### src/common/bridge_params.svh
// constants shared by the bridge data path
// region codes are matched against bridge address bits 31:28
// the host must leave at least 16 cycles between accesses
`ifndef BRIDGE_PARAMS_SVH
`define BRIDGE_PARAMS_SVH

// top nibble of the bridge address
`define BRIDGE_REGION_CONFIG 0
`define BRIDGE_REGION_ROM 1
`define BRIDGE_REGION_SAVE 2

// byte address widths inside a region
`define ROM_ADDR_BITS 25
`define SAVE_ADDR_BITS 17

// cycles between the two halfword writes of one word
`define LOADER_WRITE_SPACING 7

// save size in bytes for sram_size of zero
`define SAVE_SIZE_BASE 1024

// configuration register addresses
`define CONFIG_ADDR_ROM_TYPE 32'h0000_0000
`define CONFIG_ADDR_SAVE_SIZE 32'h0000_0004

`endif
### src/common/bridge_pkg.sv
// types for the bridge data path
// data is big endian, so the upper halfword sits at the lower address
// address field widths come from the params header
`include "bridge_params.svh"

package bridge_pkg;

  //////////////////////////////////////////////////////////////////////
  // host side
  //////////////////////////////////////////////////////////////////////

  // one bridge cycle, rd and wr are single cycle pulses
  typedef struct packed {
    logic [31:0] addr;
    logic        rd;
    logic        wr;
    logic [31:0] wr_data;
  } bridge_req_t;

  // one answer to a bridge read
  typedef struct packed {
    logic        valid;
    logic [31:0] data;
  } rd_result_t;

  //////////////////////////////////////////////////////////////////////
  // memory side
  //////////////////////////////////////////////////////////////////////

  // halfword write into rom space
  typedef struct packed {
    logic                       en;
    logic [`ROM_ADDR_BITS-1:0]  addr;
    logic [15:0]                data;
  } rom_write_t;

  // halfword write into the save ram
  typedef struct packed {
    logic                       en;
    logic [`SAVE_ADDR_BITS-1:0] addr;
    logic [15:0]                data;
  } save_write_t;

  // halfword read from the save ram
  typedef struct packed {
    logic                       en;
    logic [`SAVE_ADDR_BITS-1:0] addr;
  } save_read_t;

  // cartridge mapping type
  typedef logic [2:0] rom_type_t;

endpackage

### src/logic/bridge_loader.sv
// splits one 32 bit bridge write into two 16 bit memory writes
// upper halfword goes first at the byte offset, lower one at offset + 2
// no back pressure, a second write in the region must wait for the first
`timescale 1ns/1ps
`include "bridge_params.svh"

module bridge_loader #(
  parameter logic [3:0] region    = 4'(`BRIDGE_REGION_ROM),
  parameter int         addr_bits = `ROM_ADDR_BITS,
  parameter type        write_t   = bridge_pkg::rom_write_t
) (
  input  logic                   clk_74a,
  input  logic                   reset_n,
  input  bridge_pkg::bridge_req_t bridge_req,
  output write_t                 mem_write
);

  import bridge_pkg::*;

  localparam int cnt_bits = $clog2(`LOADER_WRITE_SPACING + 1);

  logic                  hit;
  logic                  second_due;
  logic                  en_q;
  logic                  pending_q;
  logic [cnt_bits-1:0]   cnt_q;
  logic [addr_bits-1:0]  addr_q;
  logic [15:0]           data_q;
  logic [15:0]           lo_q;

  // write in our region
  assign hit = bridge_req.wr && (bridge_req.addr[31:28] == region);
  // counter runs out in the cycle before the second write
  assign second_due = pending_q && (cnt_q == cnt_bits'(1));

  //////////////////////////////////////////////////////////////////////
  // spacing counter
  //////////////////////////////////////////////////////////////////////

  always_ff @(posedge clk_74a or negedge reset_n) begin
    if (!reset_n) begin
      en_q      <= 1'b0;
      pending_q <= 1'b0;
      cnt_q     <= '0;
    end else begin
      en_q <= 1'b0;
      if (hit) begin
        // first halfword goes out next cycle
        en_q      <= 1'b1;
        pending_q <= 1'b1;
        cnt_q     <= cnt_bits'(`LOADER_WRITE_SPACING);
      end else if (pending_q) begin
        cnt_q <= cnt_q - cnt_bits'(1);
        if (second_due) begin
          en_q      <= 1'b1;
          pending_q <= 1'b0;
        end
      end
    end
  end

  // address and halfwords
  always_ff @(posedge clk_74a) begin
    if (hit) begin
      addr_q <= bridge_req.addr[addr_bits-1:0];
      data_q <= bridge_req.wr_data[31:16];
      lo_q   <= bridge_req.wr_data[15:0];
    end else if (second_due) begin
      // lower halfword at the next halfword address
      addr_q <= addr_q + addr_bits'(2);
      data_q <= lo_q;
    end
  end

  always_comb begin
    mem_write      = '0;
    mem_write.en   = en_q;
    mem_write.addr = addr_q;
    mem_write.data = data_q;
  end

  // host keeps its accesses far enough apart for both halfwords
  a_no_overlap: assert property (@(posedge clk_74a) disable iff (!reset_n)
    hit |-> !pending_q);

endmodule

### config.mk
export PLATFORM = sky130hd
export DESIGN_NAME = bridge_loader
export DESIGN_NICKNAME = d
export VERILOG_FILES = /design/src/common/bridge_pkg.sv /design/src/logic/bridge_loader.sv
export VERILOG_INCLUDE_DIRS = /design/src /design/src/common
export SDC_FILE = /design/constraint.sdc
export NUM_CORES = 1
export LEC_CHECK = 0
export BUFFER_PORTS_ARGS = -buffer_cell sky130_fd_sc_hd__clkbuf_2
export CORE_AREA = 2 2 83 85
export CTS_CLUSTER_DIAMETER = 80
export DETAILED_ROUTE_END_ITERATION = 16
export DIE_AREA = 0 0 85 87
export GPL_TIMING_DRIVEN = 0
export PLACE_DENSITY_LB_ADDON = 0.25
export SKIP_CTS_REPAIR_TIMING = 1
export SKIP_LAST_GASP = 1
export SYNTH_ARGS = -nofsm -noshare
export SYNTH_HDL_FRONTEND = slang
export SYNTH_SLANG_ARGS = --single-unit
### constraint.sdc
create_clock -name clk_74a -period 2.1 [get_ports clk_74a]
set_input_delay 0.105 -clock clk_74a [delete_from_list [all_inputs] [get_ports clk_74a]]
set_output_delay 0.105 -clock clk_74a [all_outputs]
set_load 0.005 [all_outputs]
## Word-level counts from Yosys, hierarchy flattened

Index checks and enable logic that the tools add are counted.

- Logic and storage cells: 26
- Output and inout port bits: 42
- Input bits: 68
- Register bits after elaboration: 62

- Add/sub/neg operators: 2
- Reduce and logical (&&, ||, !) cells: 4
- Multiplexer cells: 12
- Equality and inequality tests: 2

Operators by type and width:

| cell | number |
|---|---|
| 25-bit two-way mux | 2 |
| 16-bit two-way mux | 2 |
| 25-bit by 2-bit adder with 25-bit output, second input constant | 1 |
| 1-bit two-way mux | 6 |
| 3-bit two-way mux | 2 |
| 4-bit by 1-bit equality test with 1-bit output, second input constant | 1 |
| 2-bit nonzero test | 2 |
| 3-bit by 1-bit equality test with 1-bit output, second input constant | 1 |
| 3-bit by 1-bit subtractor with 3-bit output, second input constant | 1 |
| 1-bit logical AND | 2 |

## Depth between registers and ports, before layout

Gate-level depths: netlist (run 1).

- Depth after elaboration: 5
- Gate-level depth with buffers: 7
- Depth with buffers taken out: 6

## Worst setup path before layout (run 1)

Ideal clock, no wire load.

- Kind: input to register
- Start: in bridge_req[62] (netlist bit)
- End: reg addr_q[10], enable pin
- Setup slack: -0.069 ns
- Stages: 5
- Data arrival time: 1.635 ns
- Path buffers: 2
- Data required time: 1.566 ns
- Library setup time: 0.534 ns
- Cells stage by stage: nor2b_1 -> nand3_1 -> clkbuf_1 -> buf_1 -> nand2_1

- Longest elaborated chain between the ends: 3

RTL lines:

| what | line | source |
|---|---|---|
| start: declaration | bridge_loader.sv:14 | `input bridge_pkg::bridge_req_t bridge_req,` |
| 4-bit by 1-bit equality test with 1-bit output | bridge_loader.sv:32 | `assign hit = bridge_req.wr && (bridge_req.addr[31:28] == region);` |
| 1-bit logical AND | bridge_loader.sv:32 |  |
| 2-bit nonzero test (no line) | -- |  |
| end signal: assignment | bridge_loader.sv:65 | `addr_q <= bridge_req.addr[addr_bits-1:0];` |
| end signal: assignment | bridge_loader.sv:70 | `addr_q <= addr_q + addr_bits'(2);` |
| end: declaration | bridge_loader.sv:27 | `logic [addr_bits-1:0] addr_q;` |

No other way between the ends.
A chain may end at the register's enable or synchronous reset.

## Worst setup path in the final report (run 1)

- Start: reg addr_q[6]
- End: reg addr_q[22], data pin

- Longest elaborated chain between the ends: 3

RTL lines:

| what | line | source |
|---|---|---|
| 25-bit by 2-bit adder with 25-bit output | bridge_loader.sv:70 |  |
| 25-bit two-way mux | bridge_loader.sv:68 | `end else if (second_due) begin` |
| 25-bit two-way mux | bridge_loader.sv:64 | `if (hit) begin` |

No other way between the ends. The select of a mux whose other input is x is not followed.

==> results.json, run 1 <==
{
  "numClockSinks": 62,
  "fin_nets": 464,
  "synth_top_area_cell": "edfxtp_1",
  "power_density_nw_per_um2": 811,
  "reg2reg_from": "addr_q[6]",
  "hold_path.class": "in -> reg",
  "p_int_w": 0.00237,
  "netlist_area_sq_um": 2840,
  "rsz0062_at_grt": "yes",
  "ir_drop_mv": 0.508,
  "critPathRequiredTime_ns": 2.17,
  "seq_area_frac_synth_pct": 64.6,
  "rr_endpoint": "addr_q[22]",
  "worstPathArrival_ns": 2.10,
  "clock-root-buffer": "clkbuf_8",
  "routedWlPerCell_um": 13.1,
  "cp-end-kind": "flip-flop",
  "clk_pin_slew_worst_paths_ns": 0.08,
  "antenna_found_initial": 0,
  "whs_endpoint": "data_q[11]",
  "p_switching_w": 0.000805,
  "syn_to_final_growth_pct": 37.8,
  "initial_core_util_pct": 43.3,
  "yosys_warnings": 0,
  "finalCritPeriodShare_pct": 96.4,
  "holdPathStages": 3,
  "share_seq_of_total_power_pct": 49.4,
  "fmax_mhz": 494,
  "vias_per_cell": 4.76,
  "critPathLaunchType": "flip-flop",
  "synth_top_area_share_pct": 60.2,
  "clkPwrFrac_pct": 37.8,
  "grt_usage_pct": 16.9,
  "min_period_ns": 2.03,
  "die_x_um": 85,
  "fp-row-count": 30,
  "cts_tree": "built",
  "ys_ff_latch": 62,
  "grt_pass1_vias": 2205,
  "drv_cap": 0,
  "die_y_um": 87,
  "hold_start": "bridge_req[27]",
  "ys_top_cells_by_count": "nand2_1 (85), edfxtp_1 (57), o21ai_0 (22), xor2_1 (13)",
  "layout-drive-gt1-share_pct": 33.9,
  "cts_max_level": 3,
  "synthCells": 257,
  "p_leak_nw": 1.63,
  "swShare_pct": 25.3,
  "ios": 110,
  "numCtsBuffers": 9,
  "hold_viol": 0,
  "finalMaxSlewViolations": 0,
  "clockBufferDepth": 2,
  "ant_nets": 0,
  "r2r_slack_ns": 0.07,
  "grt_max_degree": 42,
  "die_area_sq_um": 7400,
  "first_pass_iters": 6,
  "hpwlAfterDp_um": 4350,
  "status": "complete, no violations",
  "coreArea_sq_um": 6570,
  "p_comb_share_pct": 12.8,
  "setup_violations": 0,
  "synthFlopType": "edfxtp_1",
  "wl_um": 6270,
  "drt_iter0_drc": 38,
  "criticalPathCategory": "reg -> reg",
  "yosysMostFrequentCell": "nand2_1",
  "synth-async-reset-ratio_pct": 8.06,
  "overflow": 0,
  "grt_pass1_wl_um": 9600,
  "place.gp.congestion": 0.755,
  "route.detailed.drc": 0,
  "cp_max_fo": 8,
  "vias": 2275,
  "clock_skew_ns": 0.0123,
  "reg2regPathDepth": 5,
  "relSlewSlack_pct": 59.3,
  "port_buffers": 105,
  "synthTopCellsByArea": "edfxtp_1 (60%), nand2_1 (11%), dfrtp_1 (4.4%)",
  "num_antenna_cells": 0,
  "synth-edff-count": 57,
  "worst_slew_pin_slew_ns": 0.610,
  "total_power_w": 0.00318,
  "syn-num-nets": 328,
  "syn_avg_cell_area_sq_um": 11.1,
  "tns_ns": 0,
  "synth_cell_types": 25,
  "clock_latency_ns": 0.34
}
-- per-stage QoR --
stage	setup WS, ns	hold WS (ns)	utilization (%)	cells	cell area, sq um
5_1_grt	-0.0835	0.0212	59.6	478	3920
3_5_place_dp	-0.375	-0.0737	52.8	442	3470
3_3_place_gp	-0.373	-0.0747	52.8	442	3470
2_1_floorplan	0.190	-0.191	-	257	2850
6_report	0.0748	0.0241	59.6	478	3920
4_1_cts	-0.0450	-0.439	56.3	458	3700
-- layer usage --
layer	GRT usage [%]	share of wire [%]	wire length [um]
met1	19.4	40	2500
met4	7.65	1.5	94
met2	29.4	53	3300
met3	4.93	6.1	384
met5	0	0	0
-- critical path: stages (launching register included) --
cell and delay [ns]:
edfxtp_1 0.45, nand3_4 0.15, or4_4 0.61, nor4_4 0.29, xnor2_1 0.19, a21oi_2 0.08
-- worst max-delay path by stage --
stage / start / to / slack (ns) / depth (start not counted)
5_1_grt: addr_q[1] / addr_q[21] / -0.08 / 6
2_1_floorplan: addr_q[6] / addr_q[22] / 0.19 / 5
3_3_place_gp: bridge_req[62] / addr_q[18] / -0.37 / 6
6_report: addr_q[6] / addr_q[22] / 0.07 / 5
4_1_cts: addr_q[1] / addr_q[21] / -0.05 / 6
3_5_place_dp: bridge_req[62] / addr_q[16] / -0.37 / 6
-- kinds of logic after synthesis --
group           after synthesis  synth area share, %
compound gates               25                 4.53
simple gates                125                 19.6
fa+ha+maj                     3                 1.32
flops                        62                 64.6
xor+xnor                     24                 7.39
buf+inv                      18                 2.51
-- power groups by stage --
stage / clock [W] / combinational, W / sequential, W
after global placement: 0 / 0.000353 / 0.00159
after detailed placement: 0 / 0.000367 / 0.00160
final: 0.00120 / 0.000406 / 0.00157
after CTS: 0.00122 / 0.000377 / 0.00157
after floorplan: 0 / 0.000198 / 0.00159
after global routing: 0.00128 / 0.000457 / 0.00158
-- final cells by class --
type                    count  area (sq um)
fillers                   580          2650
flip-flops and latches     62          1840
multi-input cells         177           960
repair buffers            125           718
clock buffers               9           124
clock inverters             7           106
well taps                  80           100
plain buffers              10          42.5
inverters                   8          30.0
-- registers in the layout (all words and copies together) (netlist names) --
| name | cells |
|---|---|
| lo_q | 16 |
| addr_q | 25 |
| en_q | 1 |
| cnt_q | 3 |
| pending_q | 1 |
| data_q | 16 |
-- placed cells by master (no fill, tap or decap), types with 7 or more instances in the layout --
cell type      Yosys  layout
xor2_1            13      13
nand3_1           11      10
nand2_1           85      84
clkbuf_2           0     106
edfxtp_1          57      57
clkbuf_1           8       7
inv_1              8       8
nor2_1            10      10
o21ai_0           22      22
dlygate4sd3_1      0      17
xnor2_1           11      11
clkbuf_8           0       9
(Power assumes the default switching activity.)
==> inputs of run 2 (changes only) <==
--- a/config.mk
+++ b/config.mk
@@ -7,10 +7,10 @@
 export NUM_CORES = 1
 export LEC_CHECK = 0
 export BUFFER_PORTS_ARGS = -buffer_cell sky130_fd_sc_hd__clkbuf_2
-export CORE_AREA = 2 2 83 85
+export CORE_AREA = 2 2 110 112
 export CTS_CLUSTER_DIAMETER = 80
 export DETAILED_ROUTE_END_ITERATION = 16
-export DIE_AREA = 0 0 85 87
+export DIE_AREA = 0 0 112 114
 export GPL_TIMING_DRIVEN = 0
 export PLACE_DENSITY_LB_ADDON = 0.25
 export SKIP_CTS_REPAIR_TIMING = 1
==> results.json, run 2 (synthesis results as in run 1) <==
{
  "power_density_nw_per_um2": 917,
  "initial_core_util_pct": 24.3,
  "status": "complete, no violations",
  "die_area_sq_um": 12800,
  "largest_register": "addr_q",
  "relSlewSlack_pct": 57.0,
  "clockBufferDepth": 2,
  "rsz0062_at_grt": "yes",
  "top_regs": "addr_q (25), data_q (16), lo_q (16)",
  "drv_cap": 0,
  "route.detailed.drc": 0,
  "final_cell_mix": "clkbuf_2 (106), nand2_1 (84), edfxtp_1 (57)",
  "grt_pass1_wl_um": 11200,
  "fin_nets": 467,
  "finalCritPeriodShare_pct": 95.7,
  "reg2reg_from": "addr_q[9]",
  "fin_util_pct": 35.6,
  "worst_path_max_delay_cell": "or4_4",
  "largest_register_ffs": 25,
  "cp-end-kind": "flip-flop",
  "drt_iter0_drc": 68,
  "hold_viol": 0,
  "coreArea_sq_um": 11700,
  "clock_latency_ns": 0.33,
  "holdWs_ns": 0.0331,
  "clock_skew_ns": 0.00706,
  "layout-drive-gt1-share_pct": 34.4,
  "fp-row-count": 40,
  "crit_path_cell_trace": "nand3_2, or4_4, nor4_4, xnor2_1, a21oi_2",
  "grt_max_degree": 42,
  "startpoint": "addr_q[9]",
  "criticalPathCategory": "reg -> reg",
  "num_antenna_cells": 0,
  "min_period_ns": 2.01,
  "cts_tree": "built",
  "grt_usage_pct": 11.5,
  "final_common_cell": "clkbuf_2",
  "vias_per_cell": 4.22,
  "first_pass_iters": 4,
  "worst_slew_pin_slew_ns": 0.645,
  "die_y_um": 114,
  "syn_to_final_growth_pct": 46.8,
  "critPathLaunchType": "flip-flop",
  "grt_pass1_vias": 2181,
  "numClockSinks": 62,
  "wl_um": 7150,
  "cp_max_fo": 5,
  "p_leak_nw": 1.71,
  "routedWlPerCell_um": 13.0,
  "place_inst": 509,
  "overflow": 0,
  "fmax_mhz": 498,
  "clk_pin_slew_worst_paths_ns": 0.06,
  "clock-root-buffer": "clkbuf_16",
  "die_x_um": 112,
  "ir_drop_mv": 0.367,
  "cpPeakStageDelay_ns": 0.59,
  "critPathRequiredTime_ns": 2.16,
  "stdcell_count": 548,
  "vias": 2314,
  "ant_nets": 0,
  "cts_max_level": 3,
  "hold_start": "bridge_req[19]",
  "finalMaxSlewViolations": 0,
  "ios": 110,
  "port_buffers": 105,
  "place.gp.congestion": 0.754,
  "hpwlAfterDp_um": 5010,
  "worstPathArrival_ns": 2.06,
  "setup_violations": 0,
  "numCtsBuffers": 9,
  "antenna_found_initial": 0,
  "hold_path.class": "in -> reg"
}
==> run 2: cell count changes in the layout (fill, tap and decap cells not counted) <==
cell / change
buf_4: +3
clkinv_4: -2
clkbuf_16: +9
nand2_8: +1
clkinvlp_4: +1
nand2_4: -1
inv_8: -1
bufinv_16: +2
clkbuf_8: -9
==> run 2: final cells by class <==
class | instances | area, sq um
Timing Repair Buffer | 128 | 741
Sequential cell | 62 | 1840
Fill cell | 1243 | 7540
Clock inverter | 7 | 145
Multi-Input combinational cell | 177 | 968
Clock buffer | 9 | 225
Buffer | 10 | 42.5
Inverter | 8 | 30.0
Tap cell | 147 | 184
==> run 2: metrics by stage <==
step                setup slack, ns  total power [W]  setup TNS (ns)  instance area, sq um
floorplan                     0.190          0.00179               0                  2850
global placement             -0.545          0.00196          -33.44                  3550
detailed placement           -0.572          0.00197          -34.52                  3550
CTS                          -0.223          0.00385          -10.81                  3930
global route                -0.0706          0.00401          -0.159                  4170
finish                       0.0908          0.00383               0                  4170
==> run 2: worst paths after layout <==
check | cells after the start | end | slack [ns]
max | 5 | addr_q[22] | 0.09
min | 3 | data_q[3] | 0.03
max reg2reg | 5 | addr_q[22] | 0.09
min reg2reg | 2 | cnt_q[1] | 0.50
max in group asynchronous | 2 | pending_q | 1.84
min in group asynchronous | 2 | cnt_q[1] | 0.12
==> run 2: power breakdown <==
group / internal [W] / switching (W)
Combinational: 0.000207 / 0.000198
Sequential: 0.00148 / 0.0000893
Clock: 0.00128 / 0.000562
==> run 2: worst max-delay path: cells and delay by family, from the launching register on <==
family          cells  cell delay (ns)
xor+xnor            1             0.18
compound gates      1             0.08
simple gates        3             1.04
flops               1             0.43
==> run 2: layer usage <==
metal  vias to the layer above  GRT usage, %  part of all wire, %  routed length [um]
met4                         0          6.34                  2.4                 172
met1                      1064          14.3                   45                3190
met5                         -             0                    0                   0
met2                        76          17.9                   46                3310
li1                       1165             -                    -                   -
met3                         9          3.45                  6.7                 476
==> inputs of run 3 (changes only) <==
--- a/config.mk
+++ b/config.mk
@@ -12,7 +12,7 @@
 export DETAILED_ROUTE_END_ITERATION = 16
 export DIE_AREA = 0 0 112 114
 export GPL_TIMING_DRIVEN = 0
-export PLACE_DENSITY_LB_ADDON = 0.25
+export PLACE_DENSITY = 0.56
 export SKIP_CTS_REPAIR_TIMING = 1
 export SKIP_LAST_GASP = 1
 export SYNTH_ARGS = -nofsm -noshare
==> results.json, run 3 (synthesis results as in run 1) <==
{
  "grt_pass1_wl_um": 11500,
  "reg2regPathDepth": 5,
  "critPathLaunchType": "flip-flop",
  "ant_nets": 0,
  "port_buffers": 105,
  "antenna_found_initial": 0,
  "grt_pass1_vias": 2284,
  "critPathCapture": "addr_q[22]",
  "hpwlAfterDp_um": 5220,
  "min_period_ns": 1.98,
  "fin_nets": 471,
  "clock_skew_ns": 0.00653,
  "wl_um": 7480,
  "cp_max_fo": 5,
  "reg2reg_from": "addr_q[9]",
  "initial_core_util_pct": 24.3,
  "largest_register_ffs": 25,
  "critPathRequiredTime_ns": 2.16,
  "final_common_cell": "clkbuf_2",
  "hold_path.class": "in -> reg",
  "die_area_sq_um": 12800,
  "setup_violations": 0,
  "worstPathArrival_ns": 2.05,
  "r2r_slack_ns": 0.12,
  "cpPeakStageDelay_ns": 0.59,
  "grt_usage_pct": 11.9,
  "layout-drive-gt1-share_pct": 34.6,
  "criticalPathCategory": "reg -> reg",
  "layout.area.seq_sq_um": 1840,
  "fillers": 1226,
  "worst_slew_pin_slew_ns": 0.622,
  "clock-root-buffer": "clkbuf_16",
  "multi_input_area_sq_um": 967,
  "coreArea_sq_um": 11700,
  "finalMaxSlewViolations": 0,
  "die_x_um": 112,
  "cp_num_cells": 5,
  "worst-path-buf-inv": 0,
  "ir_drop_mv": 0.412,
  "rr_endpoint": "addr_q[22]",
  "largest_register": "addr_q",
  "first_pass_iters": 4,
  "hold_start": "bridge_req[29]",
  "clock_latency_ns": 0.33,
  "finalCritPeriodShare_pct": 94.5,
  "route.detailed.drc": 0,
  "fp-row-count": 40,
  "num_antenna_cells": 0,
  "drv_cap": 0,
  "fmax_mhz": 504,
  "vias_per_cell": 4.18,
  "worst_path_max_delay_cell": "or4_4",
  "cp-end-kind": "flip-flop",
  "place_inst": 509,
  "hold_viol": 0,
  "relSlewSlack_pct": 58.5,
  "ios": 110,
  "overflow": 0,
  "clockBufferDepth": 2,
  "place.gp.congestion": 0.726,
  "tns_ns": 0,
  "vias": 2305,
  "top_regs": "addr_q (25), data_q (16), lo_q (16)",
  "numCtsBuffers": 9,
  "stdcell_count": 552,
  "syn_to_final_growth_pct": 44.7,
  "cts_tree": "built",
  "p_leak_nw": 1.70,
  "power_density_nw_per_um2": 834,
  "grt_max_degree": 42,
  "final_cell_mix": "clkbuf_2 (106), nand2_1 (84), edfxtp_1 (57)",
  "numClockSinks": 62,
  "status": "complete, no violations",
  "cts_max_level": 3,
  "crit_path_cell_trace": "nand3_2, or4_4, nor4_4, xnor2_2, a21oi_2",
  "critical_path.top_delay_family": "simple AND/OR/NAND/NOR gates",
  "routedWlPerCell_um": 13.6,
  "drt_iter0_drc": 77,
  "rsz0062_at_grt": "yes",
  "startpoint": "addr_q[9]",
  "clk_pin_slew_worst_paths_ns": 0.06,
  "die_y_um": 114
}
==> run 3: how the worst min path moves through the flow <==
| stage | end | slack, ns | cells after the start |
|---|---|---|---|
| 6_report | data_q[13] | 0.04 | 3 |
| 5_1_grt | data_q[13] | 0.03 | 3 |
| 4_1_cts | en_q | -0.42 | 1 |
| 3_5_place_dp | en_q | -0.07 | 1 |
| 3_3_place_gp | en_q | -0.07 | 1 |
| 2_1_floorplan | cnt_q[0] | -0.19 | 0 |
==> run 3: layout make-up <==
class | instances | share of cell area, %
repair buffers | 132 | 18.7
inverters | 8 | 0.730
flip-flops and latches | 62 | 44.7
multi-input cells | 177 | 23.5
clock buffers | 10 | 5.57
well taps | 147 | 4.47
clock inverters | 6 | 1.28
plain buffers | 10 | 1.03
==> run 3: routing by layer <==
| metal | wire length [um] | global-route usage [%] | up-vias |
|---|---|---|---|
| met3 | 455 | 3.88 | 9 |
| met1 | 3150 | 13.7 | 1060 |
| met2 | 3780 | 20.6 | 67 |
| li1 | - | - | 1169 |
| met4 | 97 | 4.39 | 0 |
| met5 | 0 | 0 | - |
==> run 3: through the flow <==
step / setup WS, ns / cell area (sq um) / util, % / hold slack [ns] / total power [W]
5_1_grt: -0.103 / 4110 / 35.1 / 0.0347 / 0.00360
2_1_floorplan: 0.190 / 2850 / - / -0.191 / 0.00179
4_1_cts: -0.281 / 3840 / 32.8 / -0.421 / 0.00343
6_report: 0.116 / 4110 / 35.1 / 0.0377 / 0.00343
3_3_place_gp: -0.576 / 3550 / 30.4 / -0.0743 / 0.00196
3_5_place_dp: -0.623 / 3550 / 30.4 / -0.0709 / 0.00198
==> run 3: where the power goes <==
group	internal, W	total (W)	switching (W)	leakage [nW]
Combinational	0.000214	0.000424	0.000210	0.982
Sequential	0.00149	0.00158	0.0000893	0.575
Clock	0.000904	0.00143	0.000526	0.141
Total	0.00260	0.00343	0.000825	1.70
==> run 3: worst register-to-register path, stage by stage (launching register included) <==
cell and delay (ns):
edfxtp_1 0.41, nand3_2 0.17, or4_4 0.59, nor4_4 0.32
xnor2_2 0.16, a21oi_2 0.07
